==> config.mk <==
export PLATFORM = sky130hd
export DESIGN_NAME = ltpi_mgmt_tx
export DESIGN_NICKNAME = d
export VERILOG_FILES = /design/src/logic/ltpi_tx_pkg.sv /design/src/logic/ltpi_frame_builder.sv /design/src/logic/ltpi_frame_counters.sv /design/src/logic/ltpi_mgmt_tx.sv /design/src/logic/ltpi_speed_negotiator.sv
export SDC_FILE = /design/constraint.sdc
export NUM_CORES = 1
export LEC_CHECK = 0
export BUFFER_PORTS_ARGS = -buffer_cell sky130_fd_sc_hd__buf_2
export CAP_MARGIN = 10
export CORE_AREA = 2 2 212 214
export DETAILED_ROUTE_END_ITERATION = 12
export DIE_AREA = 0 0 214 216
export GPL_TIMING_DRIVEN = 0
export SLEW_MARGIN = 20
export SYNTH_ARGS = -nofsm -noshare
export SYNTH_HDL_FRONTEND = slang
export SYNTH_SLANG_ARGS = --single-unit
==> constraint.sdc <==
create_clock -name clk -period 11.2 [get_ports clk]
set_input_delay 1.12 -clock clk [delete_from_list [all_inputs] [get_ports clk]]
set_output_delay 1.12 -clock clk [all_outputs]
set_load 0.01 [all_outputs]
==> src/logic/ltpi_tx_pkg.sv <==
// Shared LTPI transmit types and constants, imported by every module of the transmit manager
`default_nettype none

package ltpi_tx_pkg;

    // Training states, order matters for "advertise or later" checks
    typedef enum logic [3:0] {
        ST_INIT,
        ST_COMMA_HUNTING,
        ST_WAIT_LINK_DETECT_LOCKED,
        ST_WAIT_LINK_SPEED_LOCKED,
        ST_LINK_SPEED_CHANGE,
        ST_WAIT_LINK_ADVERTISE_LOCKED,
        ST_WAIT_IN_ADVERTISE,
        ST_CONFIGURATION_OR_ACCEPT,
        ST_OPERATIONAL,
        ST_OPERATIONAL_RESET,
        ST_LINK_LOST_ERR
    } link_st_t;

    typedef enum logic [2:0] {
        FRM_IDLE,
        FRM_DETECT,
        FRM_SPEED,
        FRM_ADVERTISE,
        FRM_CONFIGURE,
        FRM_OPERATIONAL
    } frame_kind_t;

    // Value equals the capability bit index
    typedef enum logic [3:0] {
        SPD_X1, SPD_X2, SPD_X3, SPD_X4, SPD_X6, SPD_X8,
        SPD_X10, SPD_X12, SPD_X16, SPD_X24, SPD_X32, SPD_X40
    } link_speed_t;

    // Byte 0 comma, byte 1 subtype, bytes 2..15 data
    typedef logic [15:0][7:0] frame_t;
    typedef logic [7:0][7:0]  capab_bytes_t;
    typedef logic [3:0]       frm_offset_t;
    typedef logic [15:0]      speed_capab_t;

    // --------------------
    // Symbols and subtypes
    localparam logic [7:0] K28_5              = 8'hBC;
    localparam logic [7:0] K28_6              = 8'hDC;
    localparam logic [7:0] SUB_DETECT         = 8'h00;
    localparam logic [7:0] SUB_SPEED          = 8'h01;
    localparam logic [7:0] SUB_ADVERTISE      = 8'h00;
    localparam logic [7:0] SUB_CONFIGURE      = 8'h01;
    localparam logic [7:0] LTPI_VERSION       = 8'h01;
    localparam logic [7:0] CAPAB_TYPE_DEFAULT = 8'h00;

    // --------------------
    // Frame pacing and thresholds
    localparam frm_offset_t LAST_OFFSET        = 4'd15;
    localparam logic [15:0] DETECT_FRM_TARGET  = 16'd255;
    localparam logic [7:0]  SPEED_FRM_TARGET   = 8'd7;
    localparam logic [7:0]  CFG_TIMEOUT_FRAMES = 8'd32;

    // DDR flag position in the speed capability mask
    localparam int DDR_BIT = 15;

endpackage

`default_nettype wire

==> src/logic/ltpi_frame_builder.sv <==
// Builds the LTPI transmit frame one byte per cycle at the serializer offset, flags frame ends
`timescale 1ns/1ps
`default_nettype none

module ltpi_frame_builder import ltpi_tx_pkg::*; (
    input  wire                clk,
    input  wire                reset,
    input  wire link_st_t      link_st,
    input  wire                change_freq_st,
    input  wire frm_offset_t   tx_frm_offset,
    input  wire speed_capab_t  local_speed_capab,
    input  wire speed_capab_t  speed_select,
    input  wire [15:0]         platform_id,
    input  wire capab_bytes_t  advertise_capab,
    input  wire capab_bytes_t  config_capab,
    input  wire frame_t        operational_frame,
    output frame_t             tx_frame,
    output frame_kind_t        frame_kind,
    output logic               frame_done
);

    frame_kind_t  cur_kind;
    speed_capab_t frame_mask;
    logic [7:0]   byte_val;
    logic [2:0]   adv_idx;
    logic [2:0]   cfg_idx;
    logic         clear_st;
    logic         done_ok;
    logic         once_flag;

    assign clear_st   = (link_st == ST_INIT) || (link_st == ST_LINK_LOST_ERR);
    assign frame_mask = (cur_kind == FRM_SPEED) ? speed_select : local_speed_capab;
    assign adv_idx    = 3'(tx_frm_offset - 4'd5);
    assign cfg_idx    = 3'(tx_frm_offset - 4'd3);

    // Detect frames while hunting for comma are not counted
    assign done_ok = (tx_frm_offset == LAST_OFFSET) && (cur_kind != FRM_IDLE) &&
                     !(cur_kind == FRM_DETECT && link_st == ST_COMMA_HUNTING);

    always_comb begin
        cur_kind = FRM_IDLE;
        case (link_st)
            ST_COMMA_HUNTING:
                cur_kind = change_freq_st ? FRM_ADVERTISE : FRM_DETECT;
            ST_WAIT_LINK_DETECT_LOCKED:
                cur_kind = change_freq_st ? FRM_IDLE : FRM_DETECT;
            ST_WAIT_LINK_SPEED_LOCKED, ST_LINK_SPEED_CHANGE:
                cur_kind = FRM_SPEED;
            ST_WAIT_LINK_ADVERTISE_LOCKED, ST_WAIT_IN_ADVERTISE:
                cur_kind = FRM_ADVERTISE;
            ST_CONFIGURATION_OR_ACCEPT:
                cur_kind = FRM_CONFIGURE;
            ST_OPERATIONAL, ST_OPERATIONAL_RESET:
                cur_kind = FRM_OPERATIONAL;
            default:
                cur_kind = FRM_IDLE;
        endcase
    end

    // --------------------
    // Byte at the current offset
    always_comb begin
        byte_val = 8'h00;
        case (cur_kind)
            FRM_DETECT, FRM_SPEED: begin
                case (tx_frm_offset)
                    4'd0: byte_val = K28_5;
                    4'd1: byte_val = (cur_kind == FRM_DETECT) ? SUB_DETECT : SUB_SPEED;
                    4'd2: byte_val = LTPI_VERSION;
                    4'd3: byte_val = frame_mask[7:0];
                    4'd4: byte_val = frame_mask[15:8];
                    default: byte_val = 8'h00;
                endcase
            end
            FRM_ADVERTISE: begin
                case (tx_frm_offset)
                    4'd0: byte_val = K28_6;
                    4'd1: byte_val = SUB_ADVERTISE;
                    4'd2: byte_val = platform_id[15:8];
                    4'd3: byte_val = platform_id[7:0];
                    4'd4: byte_val = CAPAB_TYPE_DEFAULT;
                    4'd5, 4'd6, 4'd7, 4'd8, 4'd9, 4'd10, 4'd11, 4'd12:
                        byte_val = advertise_capab[adv_idx];
                    default: byte_val = 8'h00;
                endcase
            end
            FRM_CONFIGURE: begin
                case (tx_frm_offset)
                    4'd0: byte_val = K28_6;
                    4'd1: byte_val = SUB_CONFIGURE;
                    4'd2: byte_val = CAPAB_TYPE_DEFAULT;
                    4'd3, 4'd4, 4'd5, 4'd6, 4'd7, 4'd8, 4'd9, 4'd10:
                        byte_val = config_capab[cfg_idx];
                    default: byte_val = 8'h00;
                endcase
            end
            FRM_OPERATIONAL:
                byte_val = operational_frame[tx_frm_offset];
            default:
                byte_val = 8'h00;
        endcase
    end

    // --------------------
    // Frame register and end-of-frame pulse
    always_ff @(posedge clk or posedge reset) begin
        if (reset) begin
            tx_frame   <= '0;
            frame_kind <= FRM_IDLE;
            frame_done <= 1'b0;
            once_flag  <= 1'b0;
        end else begin
            frame_kind <= cur_kind;
            frame_done <= done_ok && !once_flag;

            if (clear_st && !change_freq_st) begin
                tx_frame <= '0;
            end else if (cur_kind != FRM_IDLE) begin
                tx_frame[tx_frm_offset] <= byte_val;
            end

            // Offset may sit at 15 for several cycles, count it once
            if (clear_st || tx_frm_offset != LAST_OFFSET) begin
                once_flag <= 1'b0;
            end else if (done_ok) begin
                once_flag <= 1'b1;
            end
        end
    end

endmodule

`default_nettype wire

==> src/logic/ltpi_frame_counters.sv <==
// Counts sent LTPI frames per kind and raises the detect, speed and configuration timeout flags
`timescale 1ns/1ps
`default_nettype none

module ltpi_frame_counters import ltpi_tx_pkg::*; (
    input  wire               clk,
    input  wire               reset,
    input  wire link_st_t     link_st,
    input  wire               change_freq_st,
    input  wire frame_kind_t  frame_kind,
    input  wire               frame_done,
    output logic [15:0]       detect_count,
    output logic [7:0]        speed_count,
    output logic [7:0]        cfg_count,
    output logic [31:0]       advertise_count,
    output logic [31:0]       operational_count,
    output logic              detect_frames_sent,
    output logic              speed_frames_sent,
    output logic              cfg_timeout
);

    logic clear_st;

    assign clear_st = (link_st == ST_INIT) || (link_st == ST_LINK_LOST_ERR);

    always_ff @(posedge clk or posedge reset) begin
        if (reset) begin
            detect_count      <= '0;
            speed_count       <= '0;
            cfg_count         <= '0;
            advertise_count   <= '0;
            operational_count <= '0;
        end else if (clear_st) begin
            // Detect and speed counts survive a frequency change
            if (!change_freq_st) begin
                detect_count <= '0;
                speed_count  <= '0;
            end
            cfg_count         <= '0;
            advertise_count   <= '0;
            operational_count <= '0;
        end else if (frame_done) begin
            case (frame_kind)
                FRM_DETECT:      detect_count      <= detect_count + 16'd1;
                FRM_SPEED:       speed_count       <= speed_count + 8'd1;
                FRM_ADVERTISE:   advertise_count   <= advertise_count + 32'd1;
                FRM_CONFIGURE:   cfg_count         <= cfg_count + 8'd1;
                FRM_OPERATIONAL: operational_count <= operational_count + 32'd1;
                default: begin
                end
            endcase
        end
    end

    // --------------------
    // Threshold flags
    always_ff @(posedge clk or posedge reset) begin
        if (reset) begin
            detect_frames_sent <= 1'b0;
            speed_frames_sent  <= 1'b0;
            cfg_timeout        <= 1'b0;
        end else begin
            detect_frames_sent <= (detect_count >= DETECT_FRM_TARGET);
            cfg_timeout        <= (cfg_count >= CFG_TIMEOUT_FRAMES);
            if (clear_st) begin
                speed_frames_sent <= 1'b0;
            end else begin
                speed_frames_sent <= (speed_count >= SPEED_FRM_TARGET);
            end
        end
    end

endmodule

`default_nettype wire

==> src/logic/ltpi_mgmt_tx.sv <==
// LTPI transmit manager top, joins the frame builder, sent-frame counters and speed negotiator
`timescale 1ns/1ps
`default_nettype none

module ltpi_mgmt_tx import ltpi_tx_pkg::*; (
    input  wire                clk,
    input  wire                reset,
    input  wire link_st_t      link_st,
    input  wire                change_freq_st,
    input  wire frm_offset_t   tx_frm_offset,
    input  wire speed_capab_t  local_speed_capab,
    input  wire speed_capab_t  remote_speed_capab,
    input  wire [15:0]         platform_id,
    input  wire capab_bytes_t  advertise_capab,
    input  wire capab_bytes_t  config_capab,
    input  wire frame_t        operational_frame,
    output frame_t             tx_frame,
    output logic               detect_frames_sent,
    output logic               speed_frames_sent,
    output logic               cfg_timeout,
    output logic [15:0]        detect_count,
    output logic [7:0]         speed_count,
    output logic [7:0]         cfg_count,
    output logic [31:0]        advertise_count,
    output logic [31:0]        operational_count,
    output link_speed_t        link_speed,
    output logic               lvds_ddr
);

    speed_capab_t speed_select;
    frame_kind_t  frame_kind;
    logic         frame_done;

    ltpi_frame_builder u_builder (
        .clk               (clk),
        .reset             (reset),
        .link_st           (link_st),
        .change_freq_st    (change_freq_st),
        .tx_frm_offset     (tx_frm_offset),
        .local_speed_capab (local_speed_capab),
        .speed_select      (speed_select),
        .platform_id       (platform_id),
        .advertise_capab   (advertise_capab),
        .config_capab      (config_capab),
        .operational_frame (operational_frame),
        .tx_frame          (tx_frame),
        .frame_kind        (frame_kind),
        .frame_done        (frame_done)
    );

    ltpi_frame_counters u_counters (
        .clk                (clk),
        .reset              (reset),
        .link_st            (link_st),
        .change_freq_st     (change_freq_st),
        .frame_kind         (frame_kind),
        .frame_done         (frame_done),
        .detect_count       (detect_count),
        .speed_count        (speed_count),
        .cfg_count          (cfg_count),
        .advertise_count    (advertise_count),
        .operational_count  (operational_count),
        .detect_frames_sent (detect_frames_sent),
        .speed_frames_sent  (speed_frames_sent),
        .cfg_timeout        (cfg_timeout)
    );

    ltpi_speed_negotiator u_negotiator (
        .clk                (clk),
        .reset              (reset),
        .link_st            (link_st),
        .change_freq_st     (change_freq_st),
        .local_speed_capab  (local_speed_capab),
        .remote_speed_capab (remote_speed_capab),
        .speed_select       (speed_select),
        .link_speed         (link_speed),
        .lvds_ddr           (lvds_ddr)
    );

endmodule

`default_nettype wire

==> src/logic/ltpi_speed_negotiator.sv <==
// Negotiates the common LTPI link speed and DDR mode and gates them onto the status outputs
`timescale 1ns/1ps
`default_nettype none

module ltpi_speed_negotiator import ltpi_tx_pkg::*; (
    input  wire               clk,
    input  wire               reset,
    input  wire link_st_t     link_st,
    input  wire               change_freq_st,
    input  wire speed_capab_t local_speed_capab,
    input  wire speed_capab_t remote_speed_capab,
    output speed_capab_t      speed_select,
    output link_speed_t       link_speed,
    output logic              lvds_ddr
);

    link_speed_t speed_reg;
    link_speed_t top_speed;
    logic        top_valid;
    logic        ddr_reg;
    logic        update_st;
    logic        reset_st;
    logic        status_en;

    assign speed_select = local_speed_capab & remote_speed_capab;

    assign update_st = (link_st == ST_WAIT_LINK_DETECT_LOCKED) ||
                       (link_st == ST_COMMA_HUNTING && change_freq_st);
    assign reset_st  = (link_st == ST_INIT && !change_freq_st) ||
                       (link_st == ST_LINK_LOST_ERR);

    // Highest common speed, later bits win
    always_comb begin
        top_speed = SPD_X1;
        top_valid = 1'b0;
        for (int i = 0; i < 12; i++) begin
            if (speed_select[i]) begin
                top_speed = link_speed_t'(i);
                top_valid = 1'b1;
            end
        end
    end

    always_ff @(posedge clk or posedge reset) begin
        if (reset) begin
            speed_reg <= SPD_X1;
            ddr_reg   <= 1'b0;
        end else if (reset_st) begin
            speed_reg <= SPD_X1;
            ddr_reg   <= 1'b0;
        end else if (update_st) begin
            if (top_valid) begin
                speed_reg <= top_speed;
            end
            ddr_reg <= speed_select[DDR_BIT];
        end
    end

    // Status is only valid once the link has moved past speed training
    assign status_en  = (link_st >= ST_WAIT_LINK_ADVERTISE_LOCKED && link_st != ST_LINK_LOST_ERR) ||
                        (link_st == ST_COMMA_HUNTING && change_freq_st);
    assign link_speed = status_en ? speed_reg : SPD_X1;
    assign lvds_ddr   = status_en ? ddr_reg : 1'b0;

endmodule

`default_nettype wire

==> summary.txt, run 1 <==
First-pass GRT wire length - 82900 um
Post-synthesis simple-gate area fraction - 0.190
Largest register by flop count - u_builder.tx_frame
Postcts setup bufs - 0
FILL cells - 4326
Largest family of logic cells by synthesized area - simple AND/OR/NAND/NOR gates
Hpwl dp - 45400 um
Post-Synthesis Cells - 1303
Power Density - 124 mW/mm^2
Clk buf depth - 3
Synth Area in Adders - 0.0102
Clock transition at the registers of the reported paths - 70 ps
GP Congestion - 0.950
Die Y - 216 um
Post-synth cell types - 79
Uppermost routed layer - met5
Design area - 0.0180 sq mm
Post-synth EDFFs - 0
Synth area leader - dfrtp_1
Via count - 13075
H-Tree Depth - 1
Hold Crit Class - reg2reg
Reg2Reg Setup Slack - 8470 ps
Boundary pin count - 547
Largest regs - u_builder.tx_frame x128, u_counters.advertise_count x32, u_counters.operational_count x32
Main flop type after synthesis - dfrtp_1
Asr flop ratio synth - 1.00
Post-route insts no fill - 2496
Synth area leaders - dfrtp_1 (44%), nand3_1 (6.6%), mux4_2 (4.8%), xor2_1 (4.7%), mux4_1 (4.3%)
Seq. cell area - 0.00593 sq mm
Worst-Skew Late Latency - 560 ps
Layout cells sized above 1 - 0.378
VDD IR max - 0.123 mV
Critical path type - in2reg
Final Hold Viols - 0
Worst EP required - 11620 ps
Yosys top cell area share - 0.439
Nature of the critical path startpoint - primary input
Fin. max-slew vios - 0
CP max FO - 10
CTS resizes - 0
Hold_sp - u_builder.once_flag$_DFFE_PP0P_
Setup ws final - 6300 ps
Normalized max-slew margin - 0.380
Register bit total from synthesis - 237
Worst slack at placement - 5680 ps
Area Growth Syn to Fin - 33.2%
Inserted Clock Buffers - 27
DR vias/cell - 5.24
All-Layer GR Usage - 0.237
Global route total overflow - 0
Warnings, synthesis - 0
Max FFs per register - 128
Drt drc - 0
Total power - 2.23 mW
Routed length per instance - 22.5 um
Post-synthesis compound-gate area fraction - 0.127
Period utilisation layout - 0.437
Mapped cell area - 0.0135 sq mm
RR Startpoint - u_builder.frame_kind[1]$_DFF_PP0_
Root buffer cell - clkbuf_16
Mux contribution to synthesized area - 0.131
Met3 wire length - 3170 um
Initial Util - 0.308
Initial antenna violation count - 13
RR Endpoint - u_counters.operational_count[21]$_DFFE_PP0P_
Hold Path Sink - u_builder.frame_done$_DFF_PP0_
Die width - 214 um
Nets - 2202
TritonRoute pass-1 iters - 5
Seq/Total Area, Yosys - 0.439
FMAX - 204 MHz
RSZ-0062 raised after global routing - false
Placed cell areas - 0.0170 sq mm
Status - finished clean
Post-Synth XOR/XNOR Area - 0.0588
Area of the multi-input gates - 0.00699 sq mm
DRT met1 WL - 22000 um
Cell depth of the worst flop-to-flop path - 7
Number of placement rows - 77
Vias in the first global route - 13064
Die area - 0.0462 sq mm
Hold Crit Depth - 1
Dpl cells - 2439
CTS tree - built
Antenna viol nets, final - 0
Final setup viols - 0
Setup TNS - 0 ps
Core region area - 0.0438 sq mm
Port Buffer Count - 542
Max-cap violations - 0
Worst setup EP type - flop
Worst slew pin tran - 925 ps
Syn Nets - 1629
Mean Syn Cell Area - 10.4 sq um
Final wirelength - 56200 um
Final Util - 0.411
Minimum clock period after layout - 4900 ps
Largest net degree at the start of global routing - 98
CTS sink cnt - 237
Leakage power figure - 9.04 nW
Cts hold-fix bufs - 0
Worst EP arrival - 5320 ps
Worst Skew - 23.3 ps
Hold WS - 451 ps
WL met2 - 28700 um
1st-iter DRT viols - 892
-- report_power, final --
part           switching [mW]  internal (mW)
logic                   0.214          0.157
clock network           0.382          0.569
registers              0.0209          0.890
-- cell families (layout without fill, tap and decap cells) --
group / Yosys count / after routing
xor gates and xnor gates: 89 / 89
muxes: 105 / 105
AOI/OAI and AO/OA: 259 / 259
adders and majority gates: 11 / 11
DFF: 237 / 237
buffers and inverters: 107 / 701
other: 0 / 7
and+or+nand+nor: 495 / 495
-- area by class of cell --
| type | count | area share |
|---|---|---|
| multi-input cells | 959 | 0.388 |
| flip-flops and latches | 237 | 0.330 |
| repair buffers | 544 | 0.154 |
| well taps | 592 | 0.0412 |
| clock buffers | 30 | 0.0387 |
| plain buffers | 96 | 0.0305 |
| clock inverters | 20 | 0.0142 |
| inverters | 11 | 0.00271 |
| diodes | 7 | 0.000973 |
-- worst max path at each step --
stage,slack (ps),to,startpoint
after floorplan,3580,u_builder.frame_done$_DFF_PP0_,reset
after global placement,800,u_counters.detect_count[12]$_DFFE_PP0P_,reset
after detailed placement,5680,u_builder.tx_frame[16]$_DFFE_PP0P_,tx_frm_offset[1]
after CTS,6240,u_builder.tx_frame[72]$_DFFE_PP0P_,tx_frm_offset[1]
after global routing,6120,u_builder.tx_frame[72]$_DFFE_PP0P_,tx_frm_offset[1]
final,6300,u_builder.tx_frame[72]$_DFFE_PP0P_,tx_frm_offset[1]
-- cell usage in the layout, fill, tap and decap left out, types with 9 or more instances in the layout --
master / count
a31o_2: 9
clkbuf_16: 27
o21ai_1: 31
and3_1: 15
mux4_1: 22
a21oi_1: 27
xor2_1: 73
mux4_2: 29
xnor2_1: 14
o21ai_0: 74
buf_2: 562
nor3_1: 13
inv_1: 10
nor2_1: 117
dfrtp_1: 237
buf_6: 11
o21ai_2: 30
o211ai_1: 12
clkbuf_1: 52
and4_1: 9
a22oi_1: 30
nand3_1: 179
a31oi_1: 9
clkinv_2: 9
mux2i_1: 52
ha_1: 11
nand4_1: 34
and2_1: 17
nand2_1: 60
-- cells in the mapped netlist, types with 3 or more instances --
library cell	count
a21oi_1	27
a221oi_1	4
a22o_1	3
a22oi_1	30
a31o_2	9
a31oi_1	9
and2_1	17
and3_1	15
and4_1	9
buf_1	4
buf_12	3
buf_2	20
buf_4	5
buf_6	11
clkbuf_1	50
dfrtp_1	237
ha_1	11
inv_1	11
mux2i_1	52
mux4_1	22
mux4_2	29
nand2_1	60
nand2b_1	7
nand3_1	179
nand3b_1	5
nand4_1	34
nor2_1	117
nor2b_1	7
nor3_1	13
nor3_2	3
nor4_1	3
o211ai_1	12
o21ai_0	74
o21ai_1	31
o21ai_2	30
o221ai_1	3
o22ai_1	4
or3_1	5
xnor2_1	14
xor2_1	73
-- metal layers --
layer	GRT usage	vias up
li1	-	5989
met1	0.284	6457
met2	0.426	532
met3	0.0361	95
met4	0.0951	2
met5	0	-
-- worst max-delay path, cell delays in order --
cell	delay (ps)
buf_2	140
buf_2	300
buf_6	210
buf_4	250
inv_1	110
ha_1	400
buf_2	260
buf_1	490
mux4_2	400
mux2i_1	540
o22ai_1	250
nor3_4	480
buf_6	240
o21ai_0	100
(Power assumes the default switching activity.)
==> run 2, diff against run 1 <==
--- a/config.mk
+++ b/config.mk
@@ -7,9 +7,9 @@
 export LEC_CHECK = 0
 export BUFFER_PORTS_ARGS = -buffer_cell sky130_fd_sc_hd__buf_2
 export CAP_MARGIN = 10
-export CORE_AREA = 2 2 212 214
+export CORE_AREA = 2 2 210 212
 export DETAILED_ROUTE_END_ITERATION = 12
-export DIE_AREA = 0 0 214 216
+export DIE_AREA = 0 0 212 214
 export GPL_TIMING_DRIVEN = 0
 export SLEW_MARGIN = 20
 export SYNTH_ARGS = -nofsm -noshare
==> constraint.sdc (replaced) <==
create_clock -name clk -period 4.2 [get_ports clk]
set_input_delay 0.42 -clock clk [delete_from_list [all_inputs] [get_ports clk]]
set_output_delay 0.42 -clock clk [all_outputs]
set_load 0.01 [all_outputs]
==> run 2 against run 1 <==
Compared with the run above: sequential power grew to 2.7 times the previous value; worst setup slack worse by 5900 ps; count of clock-buffer cells in the layout is 11 higher; via count hardly changed; first-iteration DRC count is 13% lower; cell area is 0.63% higher; flip-flop and latch count stayed put; global-route usage is 1.2 points higher; register-to-register slack worse by 7100 ps; critical path type unchanged; largest cell class unchanged.
==> summary.txt, run 2 (synthesis gave the netlist of run 1 again) <==
H-Tree Depth - 1 (unchanged)
Seq. cell area - 0.00593 sq mm (unchanged)
Leakage power figure - 9.09 nW (+0.59%)
Normalized max-slew margin - 0.306 (-0.0745)
Max-cap violations - 0 (unchanged)
Worst Skew - 26.4 ps (+3.09 ps)
Port Buffer Count - 542 (unchanged)
Global route total overflow - 0 (unchanged)
Design area - 0.0181 sq mm (+0.63%)
Die area - 0.0454 sq mm (-1.9%)
Top delay family on crit path - buffers and inverters
Postcts setup bufs - 0 (unchanged)
Dpl cells - 2438 (-0.041%)
First-pass GRT wire length - 84700 um (+2.1%)
VDD IR max - 0.297 mV (+140%)
Worst path depth - 14 (unchanged)
Boundary pin count - 547 (unchanged)
Setup ws final - 364 ps (-5940 ps)
GP Congestion - 0.974 (+2.5%)
Largest register by flop count - u_builder.tx_frame
CP cell instances - buf_2 -> buf_2 -> buf_6 -> buf_4 -> inv_1 -> ha_1 -> buf_2 -> buf_2 -> mux4_2 -> mux2i_1 -> o22ai_1 -> nor4b_4 -> buf_6 -> o21ai_2
Layout cells sized above 1 - 0.380 (+0.00104)
Worst slew pin tran - 1030 ps (+108 ps)
TritonRoute pass-1 iters - 5 (unchanged)
Nature of the critical path startpoint - primary input
Setup TNS - 0 ps (unchanged)
Critical path type - in2reg
Post-route insts no fill - 2494 (-0.080%)
Clk buf depth - 3 (unchanged)
Area Growth Syn to Fin - 34.0%
Most frequent cells in the layout - buf_2 (562), dfrtp_1 (237), nand3_1 (179)
Final Hold Viols - 0 (unchanged)
CP max stage cell - nor4b_4
Most common cell after layout, fill and taps aside - buf_2
Initial antenna violation count - 12 (-1)
Worst-Skew Late Latency - 560 ps (about the same)
CTS sink cnt - 237 (unchanged)
Worst slack at placement - -620 ps (-6300 ps)
CP max FO - 10 (unchanged)
Power Density - 327 mW/mm^2 (+160%)
Die Y - 214 um (-0.93%)
Largest regs - u_builder.tx_frame x128, u_counters.advertise_count x32, u_counters.operational_count x32
Final wirelength - 57800 um (+2.8%)
Root buffer cell - clkbuf_16
Nets - 2210 (+0.36%)
Placed cell areas - 0.0171 sq mm (+0.59%)
Worst EP required - 4630 ps (-6990 ps)
All-Layer GR Usage - 0.250 (+0.0124)
Critical Path Start - tx_frm_offset[1]
Max FFs per register - 128 (unchanged)
FMAX - 261 MHz
Hpwl dp - 47200 um (+4.0%)
Area of the multi-input gates - 0.00701 sq mm (+0.25%)
Via count - 13086 (+0.084%)
Cell depth of the worst flop-to-flop path - 7 (unchanged)
Critical path's most frequent cell - buf_2
Status - finished clean
CTS tree - built
Inserted Clock Buffers - 28 (+3.7%)
Period utilisation layout - 0.913
Minimum clock period after layout - 3840 ps
Routed length per instance - 23.2 um (+2.9%)
RR Endpoint - u_counters.operational_count[27]$_DFFE_PP0P_
Antenna viol nets, final - 0 (unchanged)
Number of placement rows - 76 (-1.3%)
1st-iter DRT viols - 776 (-13%)
RR Startpoint - u_builder.frame_kind[1]$_DFF_PP0_
Drt drc - 0 (unchanged)
FILL cells - 4273 (-1.2%)
RSZ-0062 raised after global routing - false
Worst setup EP type - flop
Final Util - 0.422 (+0.0117)
Hold Crit Class - in2reg
Core region area - 0.0429 sq mm (-2.2%)
Buffer and inverter count on the worst path - 8 (unchanged)
Die width - 212 um (-0.93%)
Clock transition at the registers of the reported paths - 60 ps (about the same)
Initial Util - 0.315 (+0.00683)
Fin. max-slew vios - 0 (unchanged)
Max incr delay on CP - 630 ps (+90 ps)
Worst EP arrival - 4270 ps (-1050 ps)
DR vias/cell - 5.25 (+0.16%)
Largest net degree at the start of global routing - 34 (-65%)
Final setup viols - 0 (unchanged)
Critical Path End - u_builder.tx_frame[25]$_DFFE_PP0P_
Reg2Reg Setup Slack - 1400 ps (-7070 ps)
Vias in the first global route - 13064 (unchanged)
run 2: changes by cell type in the layout (fill, tap and decap cells not counted), sizes merged:
cell / delta
clkinv: -6
bufinv: -3
dlygate4sd3: +1
clkbuf: +12
buf: +5
diode: -3
inv: -1
run 2: repair_timing:
| action | CTS | global route |
|---|---|---|
| gates cloned | 0 | 0 |
| hold endpoints to repair | 29 | 0 |
| gates resized for setup | 1 | 2 |
| setup endpoints to repair | 10 | 30 |
| hold buffers | 1 | 0 |
| pin swaps | 0 | 0 |
run 2: where the power goes:
group / internal (mW) / leakage [nW] / switching, mW
combinational: 0.432 / 5.35 / 0.582
sequential: 2.37 / 3.28 / 0.0566
clock: 1.48 / 0.459 / 0.994
run 2: worst min path at each step:
stage	startpoint	end	slack [ps]	cells past startpoint
finish	local_speed_capab[15]	u_negotiator.ddr_reg$_DFFE_PP0P_	140	3
global route	local_speed_capab[15]	u_negotiator.ddr_reg$_DFFE_PP0P_	130	3
CTS	local_speed_capab[15]	u_negotiator.ddr_reg$_DFFE_PP0P_	110	3
detailed placement	u_builder.once_flag$_DFFE_PP0P_	u_builder.frame_done$_DFF_PP0_	440	1
global placement	u_builder.once_flag$_DFFE_PP0P_	u_builder.frame_done$_DFF_PP0_	440	1
floorplan	u_builder.once_flag$_DFFE_PP0P_	u_builder.frame_done$_DFF_PP0_	400	1
run 2: stage by stage:
step,hold slack (ps),power [mW]
after floorplan,401,2.99
after global placement,438,3.46
after detailed placement,442,3.49
after CTS,108,5.99
after global routing,126,6.15
final,144,5.92
run 2: tightest hold or removal path: stages:
cell and delay (ps):
buf_2 110, nand3_1 60, a21oi_1 60
run 2: metal layers:
layer	GRT usage	part of all wire	vias up
met4	0.0854	0.035	6
met1	0.301	0.39	6488
li1	-	-	6010
met2	0.449	0.52	492
met5	0	0.00055	-
met3	0.0387	0.054	90
run 2: final cells by class:
| type | instances | share of cell area |
|---|---|---|
| clock buffer | 41 | 0.0453 |
| clock inverter | 10 | 0.00684 |
| sequential | 237 | 0.327 |
| inverter | 11 | 0.00249 |
| multi-input combinational | 959 | 0.387 |
| antenna | 4 | 0.000553 |
| timing repair buffer | 551 | 0.160 |
| buffer | 96 | 0.0304 |
| tap | 585 | 0.0404 |
